[config.mk]
export PLATFORM = sky130hd
export DESIGN_NAME = ledTop
export DESIGN_NICKNAME = d
export VERILOG_FILES = /design/src/logic/ledPkg.sv /design/src/logic/ledTop.sv /design/src/logic/gpioUnit.sv /design/src/logic/dutyGenerator.sv /design/src/logic/ledCsr.sv
export SDC_FILE = /design/constraint.sdc
export NUM_CORES = 1
export LEC_CHECK = 0
export BUFFER_PORTS_ARGS = -buffer_cell sky130_fd_sc_hd__buf_2
export CAP_MARGIN = 20
export CORE_MARGIN = 2
export CORE_UTILIZATION = 60
export CTS_CLUSTER_SIZE = 40
export DETAILED_ROUTE_END_ITERATION = 7
export PLACE_DENSITY = 0.77
export SYNTH_ARGS = -nofsm -noshare
export SYNTH_HDL_FRONTEND = slang
export SYNTH_SLANG_ARGS = --single-unit
[constraint.sdc]
create_clock -name iSCLK -period 6.6 [get_ports iSCLK]
set_clock_uncertainty 0.2 [all_clocks]
set_input_delay 1.65 -clock iSCLK [delete_from_list [all_inputs] [get_ports iSCLK]]
set_output_delay 1.65 -clock iSCLK [all_outputs]
set_load 0.01 [all_outputs]
[src/logic/ledPkg.sv]
/* LED count, RGB polarity mask, register address map,
   vector typedefs and the flash-mode encoding */

package ledPkg;

	// Two discrete LEDs, then red, green, blue
	localparam int ledCount = 5;

	// RGB pins sink current, so lit means low
	localparam logic [ledCount-1:0] rgbActiveLowMask = 5'b11100;

	// ----------------------------------------
	// Vector types
	// ----------------------------------------
	typedef logic [3:0]          csrAddrT;
	typedef logic [15:0]         csrDataT;
	typedef logic [ledCount-1:0] ledMaskT;

	typedef enum logic [1:0]
	{
		modeStatic   = 2'd0,
		modeBlink    = 2'd1,
		modePwm      = 2'd2,
		modeReserved = 2'd3
	} flashModeT;

	// ----------------------------------------
	// Register map
	// ----------------------------------------
	// Enable bits in [4:0]
	localparam csrAddrT addrEnable       = 4'd0;
	// Flash mode in [1:0]
	localparam csrAddrT addrMode         = 4'd1;
	// One duty register per LED, 2..6
	localparam csrAddrT addrDutyBase     = 4'd2;
	// One interval register per LED, 7..11
	localparam csrAddrT addrIntervalBase = 4'd7;
	// 12..15 unmapped, read as zero

endpackage
[src/logic/ledTop.sv]
/* Top level: register block driving the GPIO unit */
`timescale 1ns/1ps

module ledTop
	import ledPkg::*;
#(
	parameter int dutyWidth = 8,
	parameter int ivWidth   = 16
)(
	input  logic       iSCLK,
	input  logic       arstN,
	input  logic       wrEn,
	input  csrAddrT    wrAddr,
	input  csrDataT    wrData,
	input  csrAddrT    rdAddr,
	output csrDataT    rdData,
	output logic [1:0] led,
	output logic       ledR,
	output logic       ledG,
	output logic       ledB
);

	ledMaskT              gpioEn;
	flashModeT            flashMode;
	logic [dutyWidth-1:0] dutyRatio0;
	logic [dutyWidth-1:0] dutyRatio1;
	logic [dutyWidth-1:0] dutyRatio2;
	logic [dutyWidth-1:0] dutyRatio3;
	logic [dutyWidth-1:0] dutyRatio4;
	logic [ivWidth-1:0]   ivTimer0;
	logic [ivWidth-1:0]   ivTimer1;
	logic [ivWidth-1:0]   ivTimer2;
	logic [ivWidth-1:0]   ivTimer3;
	logic [ivWidth-1:0]   ivTimer4;

	ledCsr #(
		.dutyWidth (dutyWidth),
		.ivWidth   (ivWidth)
	) ledCsr_inst (
		.iSCLK      (iSCLK),
		.arstN      (arstN),
		.wrEn       (wrEn),
		.wrAddr     (wrAddr),
		.wrData     (wrData),
		.rdAddr     (rdAddr),
		.rdData     (rdData),
		.gpioEn     (gpioEn),
		.flashMode  (flashMode),
		.dutyRatio0 (dutyRatio0),
		.dutyRatio1 (dutyRatio1),
		.dutyRatio2 (dutyRatio2),
		.dutyRatio3 (dutyRatio3),
		.dutyRatio4 (dutyRatio4),
		.ivTimer0   (ivTimer0),
		.ivTimer1   (ivTimer1),
		.ivTimer2   (ivTimer2),
		.ivTimer3   (ivTimer3),
		.ivTimer4   (ivTimer4)
	);

	gpioUnit #(
		.dutyWidth (dutyWidth),
		.ivWidth   (ivWidth)
	) gpioUnit_inst (
		.iSCLK      (iSCLK),
		.arstN      (arstN),
		.gpioEn     (gpioEn),
		.flashMode  (flashMode),
		.dutyRatio0 (dutyRatio0),
		.dutyRatio1 (dutyRatio1),
		.dutyRatio2 (dutyRatio2),
		.dutyRatio3 (dutyRatio3),
		.dutyRatio4 (dutyRatio4),
		.ivTimer0   (ivTimer0),
		.ivTimer1   (ivTimer1),
		.ivTimer2   (ivTimer2),
		.ivTimer3   (ivTimer3),
		.ivTimer4   (ivTimer4),
		.led        (led),
		.ledR       (ledR),
		.ledG       (ledG),
		.ledB       (ledB)
	);

endmodule

[src/logic/gpioUnit.sv]
/* GPIO unit: five duty generators, flash-mode selection,
   RGB polarity and the registered pin levels */
`timescale 1ns/1ps

module gpioUnit
	import ledPkg::*;
#(
	parameter int dutyWidth = 8,
	parameter int ivWidth   = 16
)(
	input  logic                 iSCLK,
	input  logic                 arstN,
	input  ledMaskT              gpioEn,
	input  flashModeT            flashMode,
	input  logic [dutyWidth-1:0] dutyRatio0,
	input  logic [dutyWidth-1:0] dutyRatio1,
	input  logic [dutyWidth-1:0] dutyRatio2,
	input  logic [dutyWidth-1:0] dutyRatio3,
	input  logic [dutyWidth-1:0] dutyRatio4,
	input  logic [ivWidth-1:0]   ivTimer0,
	input  logic [ivWidth-1:0]   ivTimer1,
	input  logic [ivWidth-1:0]   ivTimer2,
	input  logic [ivWidth-1:0]   ivTimer3,
	input  logic [ivWidth-1:0]   ivTimer4,
	output logic [1:0]           led,
	output logic                 ledR,
	output logic                 ledG,
	output logic                 ledB
);

	logic [dutyWidth-1:0] dutyArr [ledCount];
	logic [ivWidth-1:0]   ivArr   [ledCount];
	ledMaskT              pwmEn;
	ledMaskT              pwm;
	ledMaskT              ivCke;
	ledMaskT              litNext;
	ledMaskT              litQ;
	ledMaskT              pinLevel;

	assign dutyArr[0] = dutyRatio0;
	assign dutyArr[1] = dutyRatio1;
	assign dutyArr[2] = dutyRatio2;
	assign dutyArr[3] = dutyRatio3;
	assign dutyArr[4] = dutyRatio4;

	assign ivArr[0] = ivTimer0;
	assign ivArr[1] = ivTimer1;
	assign ivArr[2] = ivTimer2;
	assign ivArr[3] = ivTimer3;
	assign ivArr[4] = ivTimer4;

	// ----------------------------------------
	// Per-LED timing
	// ----------------------------------------
	for (genvar i = 0; i < ledCount; i++)
	begin : genLed
		// Counters only run in blink and PWM modes
		assign pwmEn[i] = gpioEn[i] &
			((flashMode == modeBlink) | (flashMode == modePwm));

		dutyGenerator #(
			.dutyWidth (dutyWidth),
			.ivWidth   (ivWidth)
		) dutyGen_inst (
			.iSCLK     (iSCLK),
			.arstN     (arstN),
			.pwmEn     (pwmEn[i]),
			.dutyRatio (dutyArr[i]),
			.ivTimer   (ivArr[i]),
			.pwm       (pwm[i]),
			.ivCke     (ivCke[i])
		);

		// Pin must read as off right after a disable, in any mode
		offAfterDisable: assert property (
			@(posedge iSCLK) disable iff (!arstN)
			!gpioEn[i] |=> (pinLevel[i] == rgbActiveLowMask[i])
		);
	end

	// ----------------------------------------
	// Mode selection
	// ----------------------------------------
	always_comb
	begin
		case (flashMode)
			modeBlink:
				litNext = (litQ ^ ivCke) & gpioEn;
			modePwm:
				litNext = pwm;
			modeStatic, modeReserved:
				litNext = gpioEn;
		endcase
	end

	// Active-high lit state, one flop per pin
	always_ff @(posedge iSCLK or negedge arstN)
	begin
		if (!arstN)
			litQ <= '0;
		else
			litQ <= litNext;
	end

	// Same polarity handling in every mode
	assign pinLevel = litQ ^ rgbActiveLowMask;

	assign led  = pinLevel[1:0];
	assign ledR = pinLevel[2];
	assign ledG = pinLevel[3];
	assign ledB = pinLevel[4];

endmodule

[src/logic/dutyGenerator.sv]
/* Per-LED interval timer and free-running PWM comparator */
`timescale 1ns/1ps

module dutyGenerator
	import ledPkg::*;
#(
	parameter int dutyWidth = 8,
	parameter int ivWidth   = 16
)(
	input  logic                 iSCLK,
	input  logic                 arstN,
	input  logic                 pwmEn,
	input  logic [dutyWidth-1:0] dutyRatio,
	input  logic [ivWidth-1:0]   ivTimer,
	output logic                 pwm,
	output logic                 ivCke
);

	logic [ivWidth-1:0]   ivCnt;
	logic [dutyWidth-1:0] pwmCnt;
	logic                 ivHit;

	// ----------------------------------------
	// Interval timer
	// ----------------------------------------
	// Period is ivTimer+1 cycles.
	// Compare is >= so a shortened interval restarts at once
	// instead of running the counter all the way round
	assign ivHit = (ivCnt >= ivTimer);

	always_ff @(posedge iSCLK or negedge arstN)
	begin
		if (!arstN)
			ivCnt <= '0;
		else if (!pwmEn || ivHit)
			ivCnt <= '0;
		else
			ivCnt <= ivCnt + 1'b1;
	end

	assign ivCke = pwmEn & ivHit;

	// ----------------------------------------
	// PWM
	// ----------------------------------------
	// Wraps naturally at 2^dutyWidth
	always_ff @(posedge iSCLK or negedge arstN)
	begin
		if (!arstN)
			pwmCnt <= '0;
		else if (!pwmEn)
			pwmCnt <= '0;
		else
			pwmCnt <= pwmCnt + 1'b1;
	end

	// dutyRatio high cycles per window
	assign pwm = pwmEn & (pwmCnt < dutyRatio);

	// Counter never passes a steady interval setting
	ivCntInRange: assert property (
		@(posedge iSCLK) disable iff (!arstN)
		$stable(ivTimer) |-> ivCnt <= ivTimer
	);

endmodule

[src/logic/ledCsr.sv]
/* Register block: strobe-written LED settings with
   reset to zero and one-cycle registered readback */
`timescale 1ns/1ps

module ledCsr
	import ledPkg::*;
#(
	parameter int dutyWidth = 8,
	parameter int ivWidth   = 16
)(
	input  logic                 iSCLK,
	input  logic                 arstN,
	// Register port
	input  logic                 wrEn,
	input  csrAddrT              wrAddr,
	input  csrDataT              wrData,
	input  csrAddrT              rdAddr,
	output csrDataT              rdData,
	// Settings towards the GPIO unit
	output ledMaskT              gpioEn,
	output flashModeT            flashMode,
	output logic [dutyWidth-1:0] dutyRatio0,
	output logic [dutyWidth-1:0] dutyRatio1,
	output logic [dutyWidth-1:0] dutyRatio2,
	output logic [dutyWidth-1:0] dutyRatio3,
	output logic [dutyWidth-1:0] dutyRatio4,
	output logic [ivWidth-1:0]   ivTimer0,
	output logic [ivWidth-1:0]   ivTimer1,
	output logic [ivWidth-1:0]   ivTimer2,
	output logic [ivWidth-1:0]   ivTimer3,
	output logic [ivWidth-1:0]   ivTimer4
);

	logic [dutyWidth-1:0] dutyReg [ledCount];
	logic [ivWidth-1:0]   ivReg   [ledCount];
	csrDataT              rdNext;

	// ----------------------------------------
	// Write decode
	// ----------------------------------------
	always_ff @(posedge iSCLK or negedge arstN)
	begin
		if (!arstN)
		begin
			gpioEn    <= '0;
			flashMode <= modeStatic;
			for (int i = 0; i < ledCount; i++)
			begin
				dutyReg[i] <= '0;
				ivReg[i]   <= '0;
			end
		end
		else if (wrEn)
		begin
			if (wrAddr == addrEnable)
				gpioEn <= wrData[ledCount-1:0];
			if (wrAddr == addrMode)
				flashMode <= flashModeT'(wrData[1:0]);
			// Per-LED banks, data cut to the register width
			for (int i = 0; i < ledCount; i++)
			begin
				if (wrAddr == csrAddrT'(addrDutyBase + i))
					dutyReg[i] <= wrData[dutyWidth-1:0];
				if (wrAddr == csrAddrT'(addrIntervalBase + i))
					ivReg[i] <= wrData[ivWidth-1:0];
			end
		end
	end

	assign dutyRatio0 = dutyReg[0];
	assign dutyRatio1 = dutyReg[1];
	assign dutyRatio2 = dutyReg[2];
	assign dutyRatio3 = dutyReg[3];
	assign dutyRatio4 = dutyReg[4];

	assign ivTimer0 = ivReg[0];
	assign ivTimer1 = ivReg[1];
	assign ivTimer2 = ivReg[2];
	assign ivTimer3 = ivReg[3];
	assign ivTimer4 = ivReg[4];

	// ----------------------------------------
	// Readback
	// ----------------------------------------
	// Unmapped addresses fall through as zero
	always_comb
	begin
		rdNext = '0;
		if (rdAddr == addrEnable)
			rdNext = csrDataT'(gpioEn);
		if (rdAddr == addrMode)
			rdNext = csrDataT'(flashMode);
		for (int i = 0; i < ledCount; i++)
		begin
			if (rdAddr == csrAddrT'(addrDutyBase + i))
				rdNext = csrDataT'(dutyReg[i]);
			if (rdAddr == csrAddrT'(addrIntervalBase + i))
				rdNext = csrDataT'(ivReg[i]);
		end
	end

	always_ff @(posedge iSCLK or negedge arstN)
	begin
		if (!arstN)
			rdData <= '0;
		else
			rdData <= rdNext;
	end

	// An unknown address would corrupt an arbitrary register
	wrAddrKnown: assert property (
		@(posedge iSCLK) disable iff (!arstN)
		wrEn |-> !$isunknown(wrAddr)
	);

endmodule

# Word level (Yosys, flattened, before mapping)
# Index checks and enable logic that the tools add are counted.
# Widths: inputs -> output; s select.
# classes
addsub,10
n_mul,0
n_div,0
order_cmp,10
n_eq_ne,25
shift,0
n_mux,23
n_bitwise,19
reduce_logical,26
# ops
operator,n
$mux 16,14
$add 16x1->16 const B,5
$ge 16x16->1,5
$mux 8,6
$add 8x1->8 const B,5
$lt 8x8->1,5
$eq 4x3->1 const B,8
$eq 4x4->1 const B,8
$reduce_and 2->1,12
$eq 4x2->1 const B,4
$and 1x1->1,15
$pmux 5 s3,1
$mux 5,2
$eq 4x1->1 const B,2
$logic_not 4->1,2
$and 5x5->5,1
$logic_not 1->1,5
$logic_or 1x1->1,5
$xor 5x5->5,1
$eq 2x2->1 const B,2
$not 3->3,1
$eq 2x1->1 const B,1
$logic_not 2->1,1
$reduce_or 2->1,1
$or 1x1->1,1
# totals
regBits,268
latch_bits,0
ram_bits,0
rom_bits,0
in_bits,27
out_inout_bits,21
word_cells,137
mem_count,0

# Depth between registers and ports, before layout
# Gate-level depths: netlist (run 1).
# depth
word_depth,13
ltp_mapped,10
depth_no_buf,8

# Modules after synthesis
# A second synthesis (run 1) with hierarchy kept.
# unflattened
cells_unflattened,1474
area_unflattened_um2,15155.8
# modules_own_cells
mod,instances,cells_each,area_per_inst_um2,seq_area_each_um2
dutyGenerator,5,183,1640.3,600.6
ledCsr,1,517,6575.1,3578.4
gpioUnit,1,42,379.1,125.1

# Worst setup path after synthesis (run 1)
# No wires, ideal clock.
# synth_timing
path_kind,input-to-reg
from,in rdAddr[0]
to,reg ledCsr_inst.rdData[13]
setup_ns,0.121
arrival_ns,2.994
required_ns,6.279
path_slack_ns,3.285
path_stages,5
n_path_buf,3
path_cell_list,buf_2 -> clkbuf_1 -> buf_1 -> mux4_2 -> a22o_1
# synth_between
elab_chain_cells,10
elab_cells_between_ends,18
cone_classes,9 x eq/ne; 9 x mux
# synth_lines
item,line_no,source
"start, declared",ledTop.sv:15,"input csrAddrT rdAddr,"
$eq 4x3->1,ledCsr.sv:97,if (rdAddr == csrAddrT'(addrIntervalBase + i))
$mux 16,ledCsr.sv:97,
$mux 16,ledCsr.sv:95,if (rdAddr == csrAddrT'(addrDutyBase + i))
$mux 16,ledCsr.sv:97,
$mux 16,ledCsr.sv:95,
$mux 16,ledCsr.sv:97,
$mux 16,ledCsr.sv:95,
$mux 16,ledCsr.sv:97,
$mux 16,ledCsr.sv:95,
$mux 16 (*),ledCsr.sv:97,
via ledCsr_inst.rdNext[13],ledCsr.sv:36,csrDataT rdNext;
"end signal, assigned",ledCsr.sv:107,rdData <= rdNext;
"end, declared",ledCsr.sv:18,"output csrDataT rdData,"
# The timed path passes the listed nets; every way through them passes the cells marked *.
# A chain may end at the register's enable or synchronous reset.

# Worst setup path in the final report (run 1)
# layout_timing
from,in rdAddr[0]
to,reg ledCsr_inst.rdData[1]
# layout_between
elab_chain_cells,13
elab_cells_between_ends,24
cone_classes,11 x eq/ne; 12 x mux; 1 x reduce/logical
# layout_lines
item,line_no,source
$logic_not 4->1,ledCsr.sv:89,if (rdAddr == addrEnable)
$mux 5,ledCsr.sv:89,
$mux 5,ledCsr.sv:91,if (rdAddr == addrMode)
$mux 8,ledCsr.sv:95,
$mux 16,ledCsr.sv:97,
$mux 16,ledCsr.sv:95,
$mux 16,ledCsr.sv:97,
$mux 16,ledCsr.sv:95,
$mux 16,ledCsr.sv:97,
$mux 16,ledCsr.sv:95,
$mux 16,ledCsr.sv:97,
$mux 16,ledCsr.sv:95,
$mux 16 (*),ledCsr.sv:97,
via ledCsr_inst.rdNext[1],ledCsr.sv:36,
# Marked as above.

==> run_summary.xml, run 1 <==
<?xml version="1.0" encoding="UTF-8"?>
<metrics>
  <group name="timing">
    <metric name="worstMarginPinSlew" unit="ns">0.966</metric>
    <metric name="timing.slew.headroom" unit="">0.351</metric>
    <metric name="period_share" unit="">0.529</metric>
    <metric name="timing.final.hold_violations" unit="">0</metric>
    <metric name="rsz0062_at_grt" unit="">false</metric>
    <metric name="max_clock_freq" unit="GHz">0.286</metric>
    <metric name="finalSetupViolations" unit="">0</metric>
    <metric name="fin_tns_setup" unit="ns">0</metric>
    <metric name="period_minus_ws_final" unit="ns">3.49</metric>
    <metric name="slew_violations" unit="">0</metric>
  </group>
  <group name="clocking">
    <metric name="cts.sinks" unit="">268</metric>
    <metric name="clk_transition_reported_paths" unit="ns">0.06</metric>
    <metric name="cts-htree-levels" unit="">1</metric>
    <metric name="cts_setup_buffers" unit="">0</metric>
    <metric name="postCtsResizedCells" unit="">0</metric>
    <metric name="tritoncts" unit="">built</metric>
    <metric name="tritoncts_buffer_count" unit="">29</metric>
    <metric name="worst_skew_pair.late_latency" unit="ns">0.55</metric>
    <metric name="clk_root_buffer_cell" unit="">sky130_fd_sc_hd__clkbuf_16</metric>
    <metric name="cts_buffer_depth" unit="">3</metric>
    <metric name="cts_hold_buffers" unit="">0</metric>
  </group>
  <group name="die">
    <metric name="boundaryPins" unit="">48</metric>
    <metric name="die_w" unit="um">160</metric>
    <metric name="die_h" unit="um">160</metric>
    <metric name="floorplan.die_area" unit="mm^2">0.0255</metric>
    <metric name="core_region_area" unit="mm^2">0.0236</metric>
    <metric name="initial_utilization" unit="">0.616</metric>
    <metric name="num_rows" unit="">56</metric>
  </group>
  <group name="grt">
    <metric name="grt_start_max_net_pins" unit="">113</metric>
    <metric name="grt_antenna_before_repair" unit="">0</metric>
    <metric name="grt_remaining_overflow" unit="">0</metric>
    <metric name="total_global_routing_track_utilization" unit="">0.288</metric>
    <metric name="grt_pass1_vias" unit="">10800</metric>
    <metric name="global_route_wire_length_before_repair" unit="um">58600</metric>
  </group>
  <group name="logic_synthesis">
    <metric name="syn_area" unit="mm^2">0.0145</metric>
    <metric name="synth.most_common_cell" unit="">sky130_fd_sc_hd__dfrtp_1</metric>
    <metric name="synth.largest_area_cell" unit="">sky130_fd_sc_hd__dfrtp_1</metric>
    <metric name="synthesis.area_per_instance" unit="um^2">9.57</metric>
    <metric name="yosys_most_used_dff" unit="">sky130_fd_sc_hd__dfrtp_1</metric>
    <metric name="syn-num-nets" unit="">1673</metric>
    <metric name="synth-seq-cells" unit="">268</metric>
    <metric name="post_synth_edffs" unit="">0</metric>
    <metric name="number_of_synthesis_warnings" unit="">0</metric>
    <metric name="synth_top_cell_area_share" unit="">0.461</metric>
    <metric name="netlist_instances" unit="">1519</metric>
    <metric name="async_reset_ff_frac" unit="">1.00</metric>
    <metric name="synth.top_cells.by_area" unit="">sky130_fd_sc_hd__dfrtp_1 46%, sky130_fd_sc_hd__ha_1 11%, sky130_fd_sc_hd__nor2_1 4.4%</metric>
    <metric name="seq_area_frac_synth" unit="">0.461</metric>
    <metric name="post_synth_most_frequent_cells" unit="">268 x sky130_fd_sc_hd__dfrtp_1, 170 x sky130_fd_sc_hd__nor2_1, 157 x sky130_fd_sc_hd__nand2_1, 133 x sky130_fd_sc_hd__inv_1, 127 x sky130_fd_sc_hd__ha_1</metric>
    <metric name="yosysUniqueCellTypes" unit="">58</metric>
  </group>
  <group name="worst_setup_path">
    <metric name="critPathCaptureType" unit="">register</metric>
    <metric name="worstReg2RegStart" unit="">ledCsr_inst.ivTimer0[7]</metric>
    <metric name="r2r.worst_path.cells" unit="">8</metric>
    <metric name="regToRegEndpoint" unit="">gpioUnit_inst.genLed[0].dutyGen_inst.ivCnt[13]</metric>
    <metric name="reg2reg_slack" unit="ns">3.30</metric>
    <metric name="critical_path.startpoint_type" unit="">input port</metric>
    <metric name="cp_max_fo" unit="">38</metric>
    <metric name="path_cells" unit="">buf_2 -&gt; nor2_1 -&gt; a22oi_1 -&gt; o21ai_0 -&gt; a221oi_1 -&gt; nor3b_1 -&gt; or3_1</metric>
    <metric name="worst_ep_required_time" unit="ns">6.83</metric>
    <metric name="timing_worst_setup_path_type" unit="">input port to register</metric>
    <metric name="worst-endpoint-arrival" unit="ns">3.72</metric>
    <metric name="worst_path_largest_cell_delay" unit="ns">0.56</metric>
    <metric name="crit_path_slowest_cell" unit="">sky130_fd_sc_hd__buf_2</metric>
  </group>
  <group name="power_and_ir_drop">
    <metric name="totalPowerFinal" unit="uW">4620</metric>
    <metric name="max-vdd-ir-drop" unit="V">0.000191</metric>
    <metric name="cell_pwr_density" unit="mW/mm^2">289</metric>
    <metric name="static-leakage-power" unit="uW">0.00763</metric>
  </group>
  <group name="min_path">
    <metric name="hp-class" unit="">register to register</metric>
    <metric name="whs_path_depth" unit="">1</metric>
    <metric name="min_delay_worst_endpoint" unit="">gpioUnit_inst.genLed[1].dutyGen_inst.pwmCnt[0]</metric>
    <metric name="hold_path_startpoint" unit="">gpioUnit_inst.genLed[1].dutyGen_inst.pwmCnt[0]</metric>
  </group>
  <group name="status">
    <metric name="outcome" unit="">finished, final reports clean</metric>
  </group>
  <group name="place">
    <metric name="routabilityCongestion" unit="">0.918</metric>
    <metric name="portBuffers" unit="">47</metric>
    <metric name="detailed_place_hpwl" unit="um">26400</metric>
  </group>
  <group name="cells_and_area">
    <metric name="area_growth_syn_to_layout" unit="%">9.91</metric>
    <metric name="drive_above_1_share" unit="">0.102</metric>
    <metric name="fillCellCount" unit="">1882</metric>
    <metric name="antenna-diode-count" unit="">0</metric>
    <metric name="design.final.nets" unit="">1703</metric>
  </group>
  <group name="drt">
    <metric name="drt-total-wl" unit="um">36500</metric>
    <metric name="drt_pre_antenna_iters" unit="">5</metric>
    <metric name="drt_drc_violations_left" unit="">0</metric>
    <metric name="vias_per_cell" unit="">5.85</metric>
    <metric name="ant_nets" unit="">0</metric>
    <metric name="wl_per_cell" unit="um">19.3</metric>
    <metric name="vias" unit="">11000</metric>
    <metric name="drt_first_iter_violations" unit="">1121</metric>
  </group>
  <group name="job">
    <metric name="cap_violations" unit="">0</metric>
  </group>
</metrics>
[kinds of logic (layout without fill, tap and decap cells)]
group | Yosys count | count (layout) | synth area share
AND/OR/NAND/NOR | 489 | 489 | 0.150
XOR/XNOR | 97 | 97 | 0.0585
flip-flops | 268 | 268 | 0.461
adder cells (fa/ha/maj) | 127 | 127 | 0.109
AO/OA/AOI/OAI | 288 | 288 | 0.120
buffers and inverters | 187 | 235 | 0.0506
multiplexers | 63 | 63 | 0.0495
[through the flow]
stage / utilization / cells / instance area [um^2] / hold slack (ns) / setup WS [ns]
after floorplan: - / 1519 / 14500 / 0.237 / 3.29
after global placement: 0.635 / 1834 / 15000 / 0.263 / 2.59
after detailed placement: 0.635 / 1834 / 15000 / 0.266 / 2.61
after CTS: 0.675 / 1883 / 15900 / 0.274 / 3.18
after global routing: 0.677 / 1886 / 16000 / 0.298 / 2.96
final: 0.677 / 1886 / 16000 / 0.273 / 3.11
[where the power goes]
part	switching [uW]	leakage (uW)	internal (uW)
clock	655	0.000469	964
sequential	228	0.00348	1880
combinational	559	0.00369	335
[cells in the final DEF, fill, tap and decap left out, drive strengths merged, types with 7 or more instances in the layout]
master / count
a211oi: 14
nor2: 170
a21oi: 55
nand2b: 20
or3: 7
dfrtp: 268
a21o: 16
mux2i: 10
and3: 41
mux2: 51
inv: 133
a31oi: 8
xor2: 55
o22ai: 10
a22oi: 18
o211ai: 8
ha: 127
and2: 7
nand3: 56
buf: 53
nor2b: 7
xnor2: 42
nor3: 7
o21ai: 123
nand2: 157
clkbuf: 42
[sequential cells by signal, indices dropped and copies added (netlist names), 8 cells and up]
| register | count |
|---|---|
| ledCsr_inst.ivTimer4 | 16 |
| ledCsr_inst.ivTimer0 | 16 |
| ledCsr_inst.rdData | 16 |
| ledCsr_inst.dutyRatio0 | 8 |
| gpioUnit_inst.genLed.dutyGen_inst.ivCnt | 80 |
| ledCsr_inst.dutyRatio3 | 8 |
| ledCsr_inst.ivTimer3 | 16 |
| gpioUnit_inst.genLed.dutyGen_inst.pwmCnt | 40 |
| ledCsr_inst.dutyRatio1 | 8 |
| ledCsr_inst.ivTimer1 | 16 |
| ledCsr_inst.dutyRatio4 | 8 |
| ledCsr_inst.dutyRatio2 | 8 |
| ledCsr_inst.ivTimer2 | 16 |
[routing by layer]
layer  global-route usage  up-vias  routed length, um  part of all wire
met5                    0        -                  0                 0
met4               0.0740        0                762             0.021
met3               0.0517       56               2590             0.071
met2                0.457      369              17000              0.47
met1                0.412     5384              16100              0.44
li1                     -     5222                  -                 -
[worst max path at each step]
stage | to | startpoint
floorplan | ledCsr_inst.rdData[13] | rdAddr[0]
global placement | ledCsr_inst.rdData[1] | rdAddr[0]
detailed placement | ledCsr_inst.rdData[1] | rdAddr[0]
CTS | ledCsr_inst.rdData[1] | rdAddr[0]
global route | ledCsr_inst.rdData[1] | rdAddr[0]
finish | ledCsr_inst.rdData[1] | rdAddr[0]
[layout make-up]
class                   instances  area (um^2)  area share
clock inverters                 7         85.1     0.00533
repair buffers                 53          325      0.0204
inverters                     133          499      0.0313
flip-flops and latches        268         6710       0.420
clock buffers                  42          855      0.0535
well taps                     319          399      0.0250
multi-input cells            1064         7100       0.445
[critical path: cells and delay by family]
kind | cells | cell delay (ns)
compound gates | 3 | 0.79
buf+inv | 1 | 0.56
simple gates | 3 | 0.72
Power figures use the tool's default switching activity.
==> run 2, diff against run 1 <==
ABC_AREA = 1   (was unset)
CORE_UTILIZATION = 57   (was 60)
clock period = 3.1 ns   (was 6.6 ns; I/O delays follow)
==> run_summary.xml, run 2 <==
<?xml version="1.0" encoding="UTF-8"?>
<metrics>
  <group name="drt">
    <metric name="drt_pre_antenna_iters" unit="">6</metric>
    <metric name="vias_per_cell" unit="">5.51</metric>
    <metric name="wl_per_cell" unit="um">16.4</metric>
    <metric name="drt_drc_violations_left" unit="">0</metric>
    <metric name="drt-total-wl" unit="um">37700</metric>
    <metric name="drt_first_iter_violations" unit="">1197</metric>
    <metric name="vias" unit="">12600</metric>
    <metric name="ant_nets" unit="">0</metric>
  </group>
  <group name="worst_setup_path">
    <metric name="timing_worst_setup_path_type" unit="">register to register</metric>
    <metric name="crit_path_slowest_cell" unit="">sky130_fd_sc_hd__nor2_2</metric>
    <metric name="critPathCaptureType" unit="">register</metric>
    <metric name="cp_max_fo" unit="">16</metric>
    <metric name="worst_path_largest_cell_delay" unit="ns">0.55</metric>
    <metric name="critical_path.startpoint_type" unit="">register</metric>
    <metric name="worst-endpoint-arrival" unit="ns">2.81</metric>
    <metric name="path_cells" unit="">inv_1 -&gt; ha_1 -&gt; nor2_2 -&gt; nand4_2 -&gt; nor3b_1</metric>
    <metric name="worst_ep_required_time" unit="ns">3.37</metric>
  </group>
  <group name="clocking">
    <metric name="cts-htree-levels" unit="">1</metric>
    <metric name="cts.sinks" unit="">268</metric>
    <metric name="cts_buffer_depth" unit="">3</metric>
    <metric name="clk_root_buffer_cell" unit="">sky130_fd_sc_hd__clkbuf_16</metric>
    <metric name="cts_setup_buffers" unit="">0</metric>
    <metric name="cts_hold_buffers" unit="">0</metric>
    <metric name="postCtsResizedCells" unit="">0</metric>
    <metric name="tritoncts_buffer_count" unit="">30</metric>
    <metric name="worst_skew_pair.late_latency" unit="ns">0.56</metric>
    <metric name="clk_transition_reported_paths" unit="ns">0.06</metric>
    <metric name="tritoncts" unit="">built</metric>
  </group>
  <group name="power_and_ir_drop">
    <metric name="totalPowerFinal" unit="uW">9770</metric>
    <metric name="cell_pwr_density" unit="mW/mm^2">582</metric>
    <metric name="static-leakage-power" unit="uW">0.00829</metric>
    <metric name="max-vdd-ir-drop" unit="V">0.000561</metric>
  </group>
  <group name="grt">
    <metric name="global_route_wire_length_before_repair" unit="um">62400</metric>
    <metric name="global_route_met2_utilization" unit="">0.465</metric>
    <metric name="total_global_routing_track_utilization" unit="">0.277</metric>
    <metric name="grt_pass1_vias" unit="">12400</metric>
    <metric name="grt_antenna_before_repair" unit="">0</metric>
    <metric name="grt_remaining_overflow" unit="">0</metric>
    <metric name="global_route.peak_usage_layer" unit="">met2</metric>
    <metric name="grtUsageMet3" unit="">0.0404</metric>
    <metric name="grt_start_max_net_pins" unit="">76</metric>
    <metric name="globalRouteMet1Util" unit="">0.371</metric>
  </group>
  <group name="logic_synthesis">
    <metric name="syn_area" unit="mm^2">0.0151</metric>
    <metric name="synthesized_area_fraction_occupied_by_and_or_nand_nor_cells" unit="">0.242</metric>
    <metric name="number_of_synthesis_warnings" unit="">0</metric>
    <metric name="synth.most_common_cell" unit="">sky130_fd_sc_hd__nand2_1</metric>
    <metric name="synth.area.mux_share" unit="">0</metric>
    <metric name="seq_area_frac_synth" unit="">0.446</metric>
    <metric name="synth_compound_gate_area_share" unit="">0.105</metric>
    <metric name="post_synth_xor_area_fraction" unit="">0.0163</metric>
    <metric name="synth_top_family_by_area" unit="">simple AND/OR/NAND/NOR gates</metric>
    <metric name="synth-adder-area-share" unit="">0.106</metric>
    <metric name="synth.largest_area_cell" unit="">sky130_fd_sc_hd__dfrtp_1</metric>
    <metric name="async_reset_ff_frac" unit="">1.00</metric>
    <metric name="synth_top_cell_area_share" unit="">0.446</metric>
    <metric name="syn-num-nets" unit="">2024</metric>
    <metric name="yosysUniqueCellTypes" unit="">35</metric>
    <metric name="post_synth_most_frequent_cells" unit="">440 x sky130_fd_sc_hd__nand2_1, 303 x sky130_fd_sc_hd__inv_1, 268 x sky130_fd_sc_hd__dfrtp_1, 169 x sky130_fd_sc_hd__o21ai_0, 148 x sky130_fd_sc_hd__nor2_1</metric>
    <metric name="post_synth_edffs" unit="">0</metric>
    <metric name="synth.top_cells.by_area" unit="">sky130_fd_sc_hd__dfrtp_1 45%, sky130_fd_sc_hd__nand2_1 11%, sky130_fd_sc_hd__ha_1 11%</metric>
    <metric name="synthesis.area_per_instance" unit="um^2">8.05</metric>
    <metric name="yosys_most_used_dff" unit="">sky130_fd_sc_hd__dfrtp_1</metric>
    <metric name="netlist_instances" unit="">1870</metric>
    <metric name="synth-seq-cells" unit="">268</metric>
  </group>
  <group name="timing">
    <metric name="post-route-worst-setup-slack" unit="ns">0.553</metric>
    <metric name="finalSetupViolations" unit="">0</metric>
    <metric name="rsz0062_at_grt" unit="">false</metric>
    <metric name="period_minus_ws_final" unit="ns">2.55</metric>
    <metric name="period_share" unit="">0.821</metric>
    <metric name="timing.slew.headroom" unit="">0.283</metric>
    <metric name="slew_violations" unit="">0</metric>
    <metric name="fin_tns_setup" unit="ns">0</metric>
    <metric name="hold_ws" unit="ns">-0.00551</metric>
    <metric name="max_clock_freq" unit="GHz">0.393</metric>
    <metric name="worstMarginPinSlew" unit="ns">1.07</metric>
    <metric name="timing.final.hold_violations" unit="">5</metric>
  </group>
  <group name="die">
    <metric name="core_region_area" unit="mm^2">0.0260</metric>
    <metric name="initial_utilization" unit="">0.579</metric>
    <metric name="die_h" unit="um">167</metric>
    <metric name="die_w" unit="um">167</metric>
    <metric name="boundaryPins" unit="">48</metric>
    <metric name="floorplan.die_area" unit="mm^2">0.0277</metric>
    <metric name="num_rows" unit="">59</metric>
  </group>
  <group name="cells_and_area">
    <metric name="layout_commonest_cell" unit="">sky130_fd_sc_hd__nand2_1</metric>
    <metric name="largest_register" unit="">gpioUnit_inst.genLed.dutyGen_inst.ivCnt</metric>
    <metric name="area_growth_syn_to_layout" unit="%">11.5</metric>
    <metric name="drive_above_1_share" unit="">0.0920</metric>
    <metric name="design.final.nets" unit="">2089</metric>
    <metric name="largest_registers" unit="">gpioUnit_inst.genLed.dutyGen_inst.ivCnt (80), gpioUnit_inst.genLed.dutyGen_inst.pwmCnt (40)</metric>
    <metric name="antenna-diode-count" unit="">0</metric>
    <metric name="fin_util" unit="">0.646</metric>
    <metric name="largest_reg_flops" unit="">80</metric>
    <metric name="commonest_cells_after_routing_fill_and_taps_aside" unit="">440 x sky130_fd_sc_hd__nand2_1, 303 x sky130_fd_sc_hd__inv_1, 268 x sky130_fd_sc_hd__dfrtp_1</metric>
  </group>
  <group name="place">
    <metric name="detailed_place_hpwl" unit="um">28200</metric>
    <metric name="routabilityCongestion" unit="">0.933</metric>
    <metric name="post_placement_setup_slack" unit="ns">0.428</metric>
    <metric name="portBuffers" unit="">47</metric>
  </group>
  <group name="min_path">
    <metric name="hp-class" unit="">input port to asynchronous set/reset pin</metric>
  </group>
  <group name="status">
    <metric name="outcome" unit="">finished with violations</metric>
    <metric name="failed_checks" unit="">negative hold slack</metric>
  </group>
  <group name="job">
    <metric name="cap_violations" unit="">0</metric>
  </group>
</metrics>
==> run 2: cell families (layout without fill, tap and decap cells) <==
logic type,count (synthesis),in the layout
adders and majority gates,127,127
and+or+nand+nor,812,812
buffers and inverters,338,425
DFF,268,268
xor gates and xnor gates,28,28
AOI/OAI and AO/OA,297,297
==> run 2: routing by layer <==
metal  share of wire  vias to the layer above
met5               0                        -
met4           0.032                        0
met3           0.056                       87
met2            0.48                      321
met1            0.43                     6051
li1                -                     6170
==> run 2: final timing paths <==
check	startpoint	endpoint	slack (ns)	cells past startpoint
worst max-delay path	ledCsr_inst.flashMode[0]	gpioUnit_inst.genLed[4].dutyGen_inst.ivCnt[8]	0.55	5
worst min-delay path	arstN	gpioUnit_inst.genLed[3].dutyGen_inst.pwmCnt[4]	-0.006	1
worst max register to register	ledCsr_inst.flashMode[0]	gpioUnit_inst.genLed[4].dutyGen_inst.ivCnt[8]	0.55	5
worst min register to register	gpioUnit_inst.genLed[4].dutyGen_inst.pwmCnt[7]	gpioUnit_inst.genLed[4].dutyGen_inst.pwmCnt[7]	0.27	1
max in group asynchronous	arstN	ledCsr_inst.rdData[0]	1.97	2
min in group iSCLK	wrData[1]	ledCsr_inst.dutyRatio3[1]	0.24	3
==> run 2: stage by stage <==
step	cells	cell area, um^2
after floorplan	1870	15100
after global placement	2238	15800
after detailed placement	2238	15800
after CTS	2292	16800
after global routing	2292	16800
final	2292	16800
==> run 2: power by group <==
group,switching [uW],total (uW),internal (uW)
Sequential,345,4260,3920
Combinational,1210,1830,619
Clock,1460,3670,2210
Total,3020,9770,6740
==> run 2: layout make-up <==
cell class,instances,area (um^2)
inverters,305,1140
repair buffers,66,438
multi-input cells,1264,7050
clock inverters,14,158
well taps,335,419
clock buffers,40,870
flip-flops and latches,268,6710
fillers,2107,9200
==> run 2: critical path: cells and delay by family (launching register included) <==
| family | cells | cell delay, ns |
|---|---|---|
| simple gates | 3 | 1.37 |
| flops | 1 | 0.41 |
| fa+ha+maj | 1 | 0.40 |
| buf+inv | 1 | 0.07 |
